## src/hw/serial_exec_pkg.sv

```systemverilog
package serial_exec_pkg;

   // Data path and register file geometry
   localparam int XLEN       = 32;
   localparam int REG_ADDR_W = 5;
   localparam int BIT_CNT_W  = $clog2(XLEN);

   typedef logic [XLEN-1:0]       word_t;
   typedef logic [XLEN-1:0]       instr_t;
   typedef logic [REG_ADDR_W-1:0] reg_addr_t;
   typedef logic [BIT_CNT_W-1:0]  bit_cnt_t;

   // Index of the final serial bit
   localparam bit_cnt_t LAST_BIT = bit_cnt_t'(XLEN - 1);

   // Major opcodes, instruction bits 6:2
   localparam logic [4:0] OPC_OP_IMM = 5'b00100;
   localparam logic [4:0] OPC_OP     = 5'b01100;
   localparam logic [4:0] OPC_LUI    = 5'b01101;

   // funct3 for the integer register and immediate forms
   localparam logic [2:0] F3_ADD  = 3'b000;
   localparam logic [2:0] F3_SLT  = 3'b010;
   localparam logic [2:0] F3_SLTU = 3'b011;
   localparam logic [2:0] F3_XOR  = 3'b100;
   localparam logic [2:0] F3_OR   = 3'b110;
   localparam logic [2:0] F3_AND  = 3'b111;

   // ALU functions seen by the serial stage
   // LUI goes through as PASS_B with operand A held at zero
   typedef enum logic [2:0] {
      ALU_ADD,
      ALU_SUB,
      ALU_SLT,
      ALU_SLTU,
      ALU_XOR,
      ALU_OR,
      ALU_AND,
      ALU_PASS_B
   } alu_op_t;

endpackage

```

## src/hw/serial_stream_ifs.sv

```systemverilog
`timescale 1ns/1ps

// Operand bits from decode to the serial ALU, one bit pair per transfer
interface operand_stream_if;
   import serial_exec_pkg::*;

   logic      valid;
   logic      ready;
   logic      op_a_bit;
   logic      op_b_bit;
   logic      last;
   alu_op_t   alu_op;
   reg_addr_t rd_addr;
   logic      rd_we;

   modport source (output valid, op_a_bit, op_b_bit, last, alu_op, rd_addr, rd_we,
                   input ready);
   modport sink   (input valid, op_a_bit, op_b_bit, last, alu_op, rd_addr, rd_we,
                   output ready);
endinterface

// Result bits from the serial ALU to the write-back collector
interface result_stream_if;
   import serial_exec_pkg::*;

   logic      valid;
   logic      ready;
   logic      res_bit;
   logic      last;
   logic      cmp_lt;
   logic      is_cmp;
   reg_addr_t rd_addr;
   logic      rd_we;

   modport source (output valid, res_bit, last, cmp_lt, is_cmp, rd_addr, rd_we,
                   input ready);
   modport sink   (input valid, res_bit, last, cmp_lt, is_cmp, rd_addr, rd_we,
                   output ready);
endinterface

```

## src/hw/instr_decode.sv

```systemverilog
`timescale 1ns/1ps

module instr_decode (
   input  logic                    clk,
   input  logic                    i_rst,
   input  logic                    i_instr_valid,
   output logic                    o_instr_ready,
   input  serial_exec_pkg::instr_t i_instr,
   input  serial_exec_pkg::word_t  i_rs1_data,
   input  serial_exec_pkg::word_t  i_rs2_data,
   operand_stream_if.source        o_stream
);

   import serial_exec_pkg::*;

   typedef enum logic {
      IDLE,
      STREAM
   } state_t;

   state_t     state_q;
   bit_cnt_t   cnt_q;
   logic [4:0] opcode_q;
   logic [2:0] funct3_q;
   logic       bit30_q;
   reg_addr_t  rd_q;
   word_t      rs1_sr;
   word_t      rs2_sr;
   word_t      imm_sr;
   word_t      imm_load;
   alu_op_t    alu_op;
   logic       supported;
   logic       is_lui;
   logic       accept;
   logic       xfer;

   assign o_instr_ready = (state_q == IDLE);
   assign accept        = i_instr_valid & o_instr_ready;
   assign xfer          = o_stream.valid & o_stream.ready;

   // U layout for LUI, sign-extended I layout for everything else
   assign imm_load = (i_instr[6:2] == OPC_LUI) ? {i_instr[31:12], 12'b0}
                                                : {{20{i_instr[31]}}, i_instr[31:20]};

   always_ff @(posedge clk) begin
      if (i_rst) begin
         state_q <= IDLE;
         cnt_q   <= '0;
      end else begin
         case (state_q)
            IDLE: begin
               if (accept) begin
                  state_q <= STREAM;
                  cnt_q   <= '0;
               end
            end
            STREAM: begin
               if (xfer) begin
                  cnt_q <= cnt_q + bit_cnt_t'(1);
                  if (o_stream.last) begin
                     state_q <= IDLE;
                  end
               end
            end
            default: state_q <= IDLE;
         endcase
      end
   end

   // Instruction fields and operand shifters, LSB leaves first
   always_ff @(posedge clk) begin
      if (accept) begin
         opcode_q <= i_instr[6:2];
         funct3_q <= i_instr[14:12];
         bit30_q  <= i_instr[30];
         rd_q     <= i_instr[11:7];
         rs1_sr   <= i_rs1_data;
         rs2_sr   <= i_rs2_data;
         imm_sr   <= imm_load;
      end else if (xfer) begin
         rs1_sr <= {1'b0, rs1_sr[XLEN-1:1]};
         rs2_sr <= {1'b0, rs2_sr[XLEN-1:1]};
         // Sign bit refills the top
         imm_sr <= {imm_sr[XLEN-1], imm_sr[XLEN-1:1]};
      end
   end

   always_comb begin
      alu_op    = ALU_ADD;
      supported = 1'b1;
      case (opcode_q)
         OPC_OP, OPC_OP_IMM: begin
            case (funct3_q)
               // SUB exists only in the register form
               F3_ADD:  alu_op = (opcode_q == OPC_OP && bit30_q) ? ALU_SUB : ALU_ADD;
               F3_SLT:  alu_op = ALU_SLT;
               F3_SLTU: alu_op = ALU_SLTU;
               F3_XOR:  alu_op = ALU_XOR;
               F3_OR:   alu_op = ALU_OR;
               F3_AND:  alu_op = ALU_AND;
               // Shifts are not implemented
               default: supported = 1'b0;
            endcase
         end
         OPC_LUI: alu_op = ALU_PASS_B;
         default: supported = 1'b0;
      endcase
   end

   assign is_lui = (opcode_q == OPC_LUI);

   assign o_stream.valid    = (state_q == STREAM);
   assign o_stream.op_a_bit = is_lui ? 1'b0 : rs1_sr[0];
   assign o_stream.op_b_bit = (opcode_q == OPC_OP) ? rs2_sr[0] : imm_sr[0];
   assign o_stream.last     = (cnt_q == LAST_BIT);
   assign o_stream.alu_op   = alu_op;
   assign o_stream.rd_addr  = rd_q;
   // No write for x0 or anything undecoded
   assign o_stream.rd_we    = supported & (rd_q != '0);

endmodule

```

## src/hw/bit_alu.sv

```systemverilog
`timescale 1ns/1ps

module bit_alu (
   input  logic             clk,
   input  logic             i_rst,
   operand_stream_if.sink   i_ops,
   result_stream_if.source  o_res
);

   import serial_exec_pkg::*;

   logic xfer;
   logic first_q;
   logic carry_q;
   logic carry_in;
   logic is_sub;
   logic is_cmp;
   logic b_eff;
   logic sum_bit;
   logic carry_out;
   logic res_bit;
   logic cmp_lt;

   // Pure pass-through handshake, no storage in the bit path
   assign xfer        = i_ops.valid & i_ops.ready;
   assign i_ops.ready = o_res.ready;

   assign is_cmp = (i_ops.alu_op == ALU_SLT) | (i_ops.alu_op == ALU_SLTU);
   assign is_sub = (i_ops.alu_op == ALU_SUB) | is_cmp;

   // Subtract as A + ~B + 1, the +1 being the preset borrow-in
   assign b_eff     = i_ops.op_b_bit ^ is_sub;
   assign carry_in  = first_q ? is_sub : carry_q;
   assign sum_bit   = i_ops.op_a_bit ^ b_eff ^ carry_in;
   assign carry_out = (i_ops.op_a_bit & b_eff) | (i_ops.op_a_bit & carry_in) |
                      (b_eff & carry_in);

   always_ff @(posedge clk) begin
      if (i_rst) begin
         first_q <= 1'b1;
         carry_q <= 1'b0;
      end else if (xfer) begin
         // Next transfer after bit 31 starts a new word
         first_q <= i_ops.last;
         carry_q <= carry_out;
      end
   end

   always_comb begin
      case (i_ops.alu_op)
         ALU_XOR:    res_bit = i_ops.op_a_bit ^ i_ops.op_b_bit;
         ALU_OR:     res_bit = i_ops.op_a_bit | i_ops.op_b_bit;
         ALU_AND:    res_bit = i_ops.op_a_bit & i_ops.op_b_bit;
         ALU_PASS_B: res_bit = i_ops.op_b_bit;
         default:    res_bit = sum_bit;
      endcase
   end

   // At the sign bit, differing signs decide SLT directly,
   // otherwise the difference's sign does
   always_comb begin
      case (i_ops.alu_op)
         ALU_SLT: begin
            cmp_lt = (i_ops.op_a_bit != i_ops.op_b_bit) ? i_ops.op_a_bit : sum_bit;
         end
         // No carry out of A - B means a borrow, so A < B
         ALU_SLTU: cmp_lt = ~carry_out;
         default:  cmp_lt = 1'b0;
      endcase
   end

   assign o_res.valid   = i_ops.valid;
   assign o_res.res_bit = res_bit;
   assign o_res.last    = i_ops.last;
   assign o_res.cmp_lt  = cmp_lt & i_ops.last;
   assign o_res.is_cmp  = is_cmp;
   assign o_res.rd_addr = i_ops.rd_addr;
   assign o_res.rd_we   = i_ops.rd_we;

endmodule

```

## src/hw/result_collect.sv

```systemverilog
`timescale 1ns/1ps

module result_collect (
   input  logic                       clk,
   input  logic                       i_rst,
   result_stream_if.sink              i_res,
   input  logic                       i_rd_ready,
   output logic                       o_rd_valid,
   output serial_exec_pkg::reg_addr_t o_rd_addr,
   output serial_exec_pkg::word_t     o_rd_data,
   output logic                       o_rd_we
);

   import serial_exec_pkg::*;

   logic      full_q;
   logic      xfer;
   word_t     word_q;
   word_t     word_next;
   reg_addr_t rd_addr_q;
   logic      rd_we_q;

   // Stall the whole stream while a finished word waits
   assign i_res.ready = ~full_q;
   assign xfer        = i_res.valid & i_res.ready;

   // Bits enter at the top, so bit 0 lands in place after 32 shifts
   assign word_next = {i_res.res_bit, word_q[XLEN-1:1]};

   always_ff @(posedge clk) begin
      if (i_rst) begin
         full_q <= 1'b0;
      end else if (xfer && i_res.last) begin
         full_q <= 1'b1;
      end else if (full_q && i_rd_ready) begin
         full_q <= 1'b0;
      end
   end

   always_ff @(posedge clk) begin
      if (xfer) begin
         if (i_res.last && i_res.is_cmp) begin
            word_q <= {{(XLEN-1){1'b0}}, i_res.cmp_lt};
         end else begin
            word_q <= word_next;
         end
         if (i_res.last) begin
            rd_addr_q <= i_res.rd_addr;
            rd_we_q   <= i_res.rd_we;
         end
      end
   end

   assign o_rd_valid = full_q;
   assign o_rd_addr  = rd_addr_q;
   assign o_rd_data  = word_q;
   assign o_rd_we    = rd_we_q;

endmodule

```

## src/hw/serial_exec_top.sv

```systemverilog
`timescale 1ns/1ps

module serial_exec_top (
   input  logic                       clk,
   input  logic                       i_rst,
   input  logic                       i_instr_valid,
   output logic                       o_instr_ready,
   input  serial_exec_pkg::instr_t    i_instr,
   input  serial_exec_pkg::word_t     i_rs1_data,
   input  serial_exec_pkg::word_t     i_rs2_data,
   output logic                       o_rd_valid,
   input  logic                       i_rd_ready,
   output serial_exec_pkg::reg_addr_t o_rd_addr,
   output serial_exec_pkg::word_t     o_rd_data,
   output logic                       o_rd_we
);

   operand_stream_if ops_if ();
   result_stream_if  res_if ();

   // Latch instruction, serialize operands
   instr_decode u_decode (
      .clk           (clk),
      .i_rst         (i_rst),
      .i_instr_valid (i_instr_valid),
      .o_instr_ready (o_instr_ready),
      .i_instr       (i_instr),
      .i_rs1_data    (i_rs1_data),
      .i_rs2_data    (i_rs2_data),
      .o_stream      (ops_if.source)
   );

   bit_alu u_alu (
      .clk   (clk),
      .i_rst (i_rst),
      .i_ops (ops_if.sink),
      .o_res (res_if.source)
   );

   // Assemble and hold the write-back word
   result_collect u_collect (
      .clk        (clk),
      .i_rst      (i_rst),
      .i_res      (res_if.sink),
      .i_rd_ready (i_rd_ready),
      .o_rd_valid (o_rd_valid),
      .o_rd_addr  (o_rd_addr),
      .o_rd_data  (o_rd_data),
      .o_rd_we    (o_rd_we)
   );

endmodule

```

## config.mk

```make
export PLATFORM = sky130hd
export DESIGN_NAME = serial_exec_top
export DESIGN_NICKNAME = d
export VERILOG_FILES = /design/src/hw/serial_exec_pkg.sv /design/src/hw/serial_stream_ifs.sv /design/src/hw/instr_decode.sv /design/src/hw/bit_alu.sv /design/src/hw/result_collect.sv /design/src/hw/serial_exec_top.sv
export SDC_FILE = /design/constraint.sdc
export NUM_CORES = 1
export LEC_CHECK = 0
export ABC_AREA = 0
export BUFFER_PORTS_ARGS = -buffer_cell sky130_fd_sc_hd__buf_4
export CORE_ASPECT_RATIO = 0.7
export CORE_UTILIZATION = 40
export DETAILED_ROUTE_END_ITERATION = 8
export HOLD_SLACK_MARGIN = 0.08
export SYNTH_ARGS = -nofsm -noshare
export SYNTH_HDL_FRONTEND = slang
export SYNTH_HIERARCHICAL = 1
export SYNTH_SLANG_ARGS = --single-unit
```

## constraint.sdc

```tcl
create_clock -name clk -period 4.9 [get_ports clk]
set_input_delay 0.735 -clock clk [delete_from_list [all_inputs] [get_ports clk]]
set_output_delay 0.735 -clock clk [all_outputs]
set_load 0.01 [all_outputs]
```

[Word level (Yosys, flattened, before mapping)]
Index checks and enable logic that the tools add are counted.
Operators by class
  add/subtract/negate cells: 1
  equal/unequal tests: 20
  multiplexer cells: 28
  bitwise gates (word level): 20
  reduce and logical (&&, ||, !) cells: 12
Operators with widths (number)
  $mux 32: 5
  $mux 31: 2
  $eq 3x3->1 const B: 7
  $pmux 3 s6: 1
  $eq 5x4->1 const B: 3
  $eq 3x2->1 const B: 4
  $mux 1: 12
  $mux 5: 2
  $pmux 5 s2: 1
  $and 1x1->1: 8
  $pmux 1 s2: 3
  $pmux 3 s2: 1
  $reduce_or 6->1: 1
  $add 5x1->5 const B: 1
  $eq 5x3->1 const B: 1
  $eq 5x5->1 const B: 1
  $or 1x1->1: 5
  $reduce_bool 5->1: 1
  $logic_and 1x1->1: 4
  $pmux 1 s4: 1
  $reduce_and 2->1: 2
  $reduce_bool 2->1: 2
  $xor 1x1->1: 4
  $eq 3x1->1 const B: 1
  6 further kinds: 8
Word-level totals
  bits in registers: 157
  input port bits: 100
  output and inout bits: 40
  word-level logic and storage cells: 98

[Logic depth before layout (Yosys ltp)]
  word-level depth: 16
  mapped depth: 11
  depth with buffers taken out: 11

[By module]
Netlist, hierarchy kept.
By module, submodules not included
  instr_decode: times used 1, cells each 464, area an instance 5041.1 sq um, seq. area each 3423.3 sq um
  result_collect: times used 1, cells each 81, area an instance 1493.9 sq um, seq. area each 1161.1 sq um
  bit_alu: times used 1, cells each 38, area an instance 295.3 sq um, seq. area each 40.0 sq um

[Worst setup path after synthesis]
Ideal clock, no wire load.
  path type: input-to-reg
  start point: input i_instr_valid
  end point: register u_decode.imm_sr[0] (enable)
  setup time: 0.458 ns
  arrival: 3.142 ns
  data required time: 4.442 ns
  slack: 1.300 ns
  cell stages on the path: 4
  buffers on the path: 2
  path through: nand2b_1 -> buf_4 -> buf_4 -> nand2_1
Between the ends
  cells in the longest elaborated chain, start to end: 2
RTL lines
  from (decl): RTL line serial_exec_top.sv:6  | input logic i_instr_valid,
  $and 1x1->1: RTL line instr_decode.sv:38  | assign accept = i_instr_valid & o_instr_ready;
  $reduce_bool 2->1 (no source line)
  to (signal assigned): RTL line instr_decode.sv:79  | imm_sr <= imm_load;
  to (signal assigned): RTL line instr_decode.sv:84  | imm_sr <= {imm_sr[XLEN-1], imm_sr[XLEN-1:1]};
  to (decl): RTL line instr_decode.sv:29  | word_t imm_sr;
No other way between the ends.
A chain may end at the register's enable or synchronous reset.

[Worst setup path after layout]
  start point: register u_decode.opcode_q[0]
  end point: register u_collect.word_q[0] (netlist: u_collect/o_rd_data[0]), data pin
Between the ends
  elaborated cells between the ends (all ways): 31
  those cells by class: 7 x eq/ne; 9 x mux; 12 x bitwise; 3 x reduce/logical
RTL lines
  from (decl): RTL line instr_decode.sv:23  | logic [4:0] opcode_q;
  from (signal assigned): RTL line instr_decode.sv:73  | opcode_q <= i_instr[6:2];
  $eq 5x3->1 / $eq 5x4->1 (equally long branches): RTL line instr_decode.sv:91  | case (opcode_q)
  $reduce_or 2->1: RTL line instr_decode.sv:91
  $pmux 3 s2 (*): RTL line instr_decode.sv:91
  named net ops_if.alu_op[2]: RTL line serial_stream_ifs.sv:12  | alu_op_t alu_op;
  $eq 3x2->1: RTL line bit_alu.sv:28, bit_alu.sv:62
  $or 1x1->1: RTL line bit_alu.sv:28  | assign is_cmp = (i_ops.alu_op == ALU_SLT) | (i_ops.alu_op == ALU_SLTU);
  $or 1x1->1: RTL line bit_alu.sv:29  | assign is_sub = (i_ops.alu_op == ALU_SUB) | is_cmp;
  $xor 1x1->1 / $mux 1 (equally long branches): RTL line bit_alu.sv:32, bit_alu.sv:33
  $and 1x1->1: RTL line bit_alu.sv:35  | assign carry_out = (i_ops.op_a_bit & b_eff) | (i_ops.op_a_bit & carry_in) |
  $or 1x1->1 (2 in a row): RTL line bit_alu.sv:35
  $not 1->1: RTL line bit_alu.sv:67  | ALU_SLTU: cmp_lt = ~carry_out;
  $pmux 1 s2 (*): RTL line bit_alu.sv:62  | case (i_ops.alu_op)
  $and 1x1->1 (*): RTL line bit_alu.sv:75  | assign o_res.cmp_lt = cmp_lt & i_ops.last;
  named net res_if.cmp_lt: RTL line serial_stream_ifs.sv:30  | logic cmp_lt;
  $mux 1 (*): RTL line result_collect.sv:42  | if (i_res.last && i_res.is_cmp) begin
  to (signal assigned): RTL line result_collect.sv:43  | word_q <= {{(XLEN-1){1'b0}}, i_res.cmp_lt};
  to (signal assigned): RTL line result_collect.sv:45  | word_q <= word_next;
  to (decl): RTL line result_collect.sv:18  | word_t word_q;
Mark *: on every way through the listed nets, which the timed path passes. The rest lies on a longest branch.

==> impl_metrics.py <==
metrics = {
    "global_route": {
        "grt_pass1_vias": 4505,
        "antenna_found_initial": 0,
        "grt_max_degree": 97,
        "grt_use_total_pct": 16.93,
        "overflow": 0,
        "grt_pass1_wl_mm": 22.73,
    },
    "floorplan": {
        "rows": 39,
        "start_util_pct": 41.41,
        "die_w_um": 158.2,
        "floorplan.io_pins": 140,
        "die_height_um": 111.3,
        "design.die.area_um2": 17610,
        "core_um2": 16490,
    },
    "setup_path": {
        "path_max_fanout": 4,
        "cp_cell_sequence": "nor4b_1 > o21ai_0 > o21ai_0 > nor2_1 > mux2_2 > fa_1 > nor2b_1 > a211oi_1 > a211oi_1 > mux2_4",
        "critPathTopFamily": "compound AO/OA/AOI/OAI gates",
        "critPathLaunchType": "flop",
        "slowest_stage": "nor4b_1",
        "crit_type": "reg2reg",
        "rrSetupSlack_ns": 1.28,
        "crit_arrival_ns": 3.79,
        "critPathCaptureType": "flop",
        "required_ns": 5.08,
        "path_buf_inv": 0,
        "cpPeakStageDelay_ns": 0.55,
    },
    "place": {
        "io_buffers": 137,
        "place_congestion": 0.7661,
        "pre_cts_ws_ns": 1.348,
        "dpl.hpwl_mm": 9.060,
    },
    "logic_synthesis": {
        "synth.largest_area_cell": "edfxtp_1",
        "synth_seq_cells": 157,
        "synth_most_common_cell": "nand2_1",
        "synth-edff-count": 148,
        "async_reset_ff_share_pct": 0,
        "synth_area_um2": 6830,
        "synth.avg_cell_area_um2": 11.72,
        "yosys_most_used_dff": "edfxtp_1",
        "yosys-top-cells-area": "edfxtp_1, nand2_1, dfxtp_1",
        "netlist_instances": 583,
        "syn_nets": 688,
        "ys_types": 41,
        "synth-warning-count": 6,
        "synthTopCellsByCount": "nand2_1, edfxtp_1, and2_4",
        "synth_top_area_share_pct": 65.07,
        "ys_seq_area_share_pct": 67.70,
    },
    "sta": {
        "slew_violations": 0,
        "timing.final.crit_share_pct": 73.78,
        "setup_ws_ns": 1.285,
        "slew_headroom_pct": 30.34,
        "max_freq_ghz": 0.2766,
        "fin_setup_tns_ns": 0,
        "layout_min_cycle_time_ns": 3.615,
        "rsz0062_at_grt": "no",
        "setup_viol": 0,
        "final.setup_skew_ns": 0.006938,
        "hold_viol": 0,
        "max_slew.worst_pin.slew_ns": 1.037,
    },
    "detailed_routing": {
        "via_per_inst": 4.709,
        "drc": 0,
        "routed-via-count": 4459,
        "first_pass_iters": 4,
        "drt-total-wl_mm": 13.86,
        "drt_iter0_markers": 357,
        "wire_per_inst_um": 14.64,
        "antenna_left": 0,
    },
    "clock_tree": {
        "cts_resized": 0,
        "cts-root-buf": "clkbuf_16",
        "clk_pin_slew_ns": 0.07,
        "cts_tree": "yes",
        "cts.sinks": 157,
        "cts_made_buffers": 17,
        "htree_levels": 4,
        "postCtsHoldBufs": 0,
        "clk_path_buf_depth": 2,
        "post-cts-setup-buffers": 0,
        "clk_latency_ns": 0.42,
    },
    "hold_path": {
        "hp-class": "reg2reg",
    },
    "layout": {
        "nets": 814,
        "multi_input_comb_area_um2": 1944,
        "areaGrowthSynthToFinish_pct": 25.32,
        "fillerInstances": 1517,
        "n_antenna_cell": 0,
        "regArea_um2": 4624,
        "drive_above_1_share_pct": 30.06,
    },
    "power": {
        "peakVddDrop_uv": 218.1,
        "p_leak_nw": 3.597,
        "p_total_w": 0.003334,
        "power.density_nw_per_um2": 389.5,
    },
    "outcome": {
        "outcome": "finished clean",
    },
    "job": {
        "max_cap_violations": 0,
    },
}
per-stage QoR:
step                      hold WS, ns  util [%]  instance area [um^2]  std cells
after floorplan                0.4278         -                  6830        583
after global placement         0.4273     48.32                  7970        915
after detailed placement       0.4345     48.32                  7970        915
after CTS                      0.4473     51.90                  8559        947
after global routing           0.4579     51.90                  8559        947
final                          0.4495     51.90                  8559        947
metal layers:
layer / up-vias / part of all wire (%) / track usage [%] / wire (um)
li1: 2237 / - / - / -
met1: 2089 / 48 / 23.53 / 6631
met2: 119 / 43 / 23.89 / 5953
met3: 14 / 7.8 / 6.656 / 1080
met4: 0 / 1.4 / 6.090 / 195
met5: - / 0 / 0 / 0
final timing paths:
| kind | cells after the start | from | to |
|---|---|---|---|
| max | 10 | u_decode/opcode_q[0] | u_collect/o_rd_data[0] |
| min reg2reg | 0 | u_decode/o_stream.rd_addr[4] | u_collect/o_rd_addr[4] |
| max reg2reg | 10 | u_decode/opcode_q[0] | u_collect/o_rd_data[0] |
| min | 0 | u_decode/o_stream.rd_addr[4] | u_collect/o_rd_addr[4] |
flip-flops by register name (all words and copies together), names as in the netlist:
signal and count:
u_decode/imm_sr 32, u_decode/opcode_q 5, u_decode/rs2_sr 32, u_alu/first_q 1, u_decode/bit30_q 1, u_collect/o_rd_addr 5, u_decode/o_stream.valid 1, u_collect/o_rd_we 1
u_collect/o_rd_valid 1, u_decode/funct3_q 3, u_alu/carry_q 1, u_decode/rs1_sr 32, u_decode/o_stream.rd_addr 5, u_collect/o_rd_data 32, u_decode/cnt_q 5
worst register-to-register path: stages (launching register included):
cell and delay [ns]:
edfxtp_1 0.41, nor4b_1 0.55, o21ai_0 0.28, o21ai_0 0.50
nor2_1 0.15, mux2_2 0.30, fa_1 0.44, nor2b_1 0.14
a211oi_1 0.21, a211oi_1 0.08, mux2_4 0.29
report_power, final:
part           switching, W  total, W  internal [W]
sequential        0.0000420   0.00168       0.00163
combinational      0.000185  0.000341      0.000156
clock              0.000561   0.00132      0.000757
cells by family (layout without fill, tap and decap cells):
family                     Yosys count  count (layout)  share of synthesized area [%]
muxes                                4               4                         0.6960
adders and majority gates            5               5                          1.026
buffers and inverters               47             186                          4.195
AOI/OAI and AO/OA                   54              54                          5.844
xor gates and xnor gates             2               2                         0.2565
and+or+nand+nor                    314             314                          20.28
DFF                                157             157                          67.70
cells in the final DEF, fill, tap and decap left out, drive strengths merged, types with 8 or more instances in the layout:
master,Yosys,layout
dfxtp,9,9
clkbuf,6,17
nand2,249,249
o211ai,20,20
a21oi,8,8
and2,36,36
buf,31,144
edfxtp,148,148
o21ai,17,17
inv,10,12
final cells by class:
type / count / share of cell area (%)
clock buffers: 17 / 4.970
flip-flops and latches: 157 / 54.03
multi-input cells: 379 / 22.72
clock inverters: 15 / 1.915
repair buffers: 144 / 12.63
well taps: 225 / 3.289
inverters: 10 / 0.4532
Power figures use the tool's default switching activity.
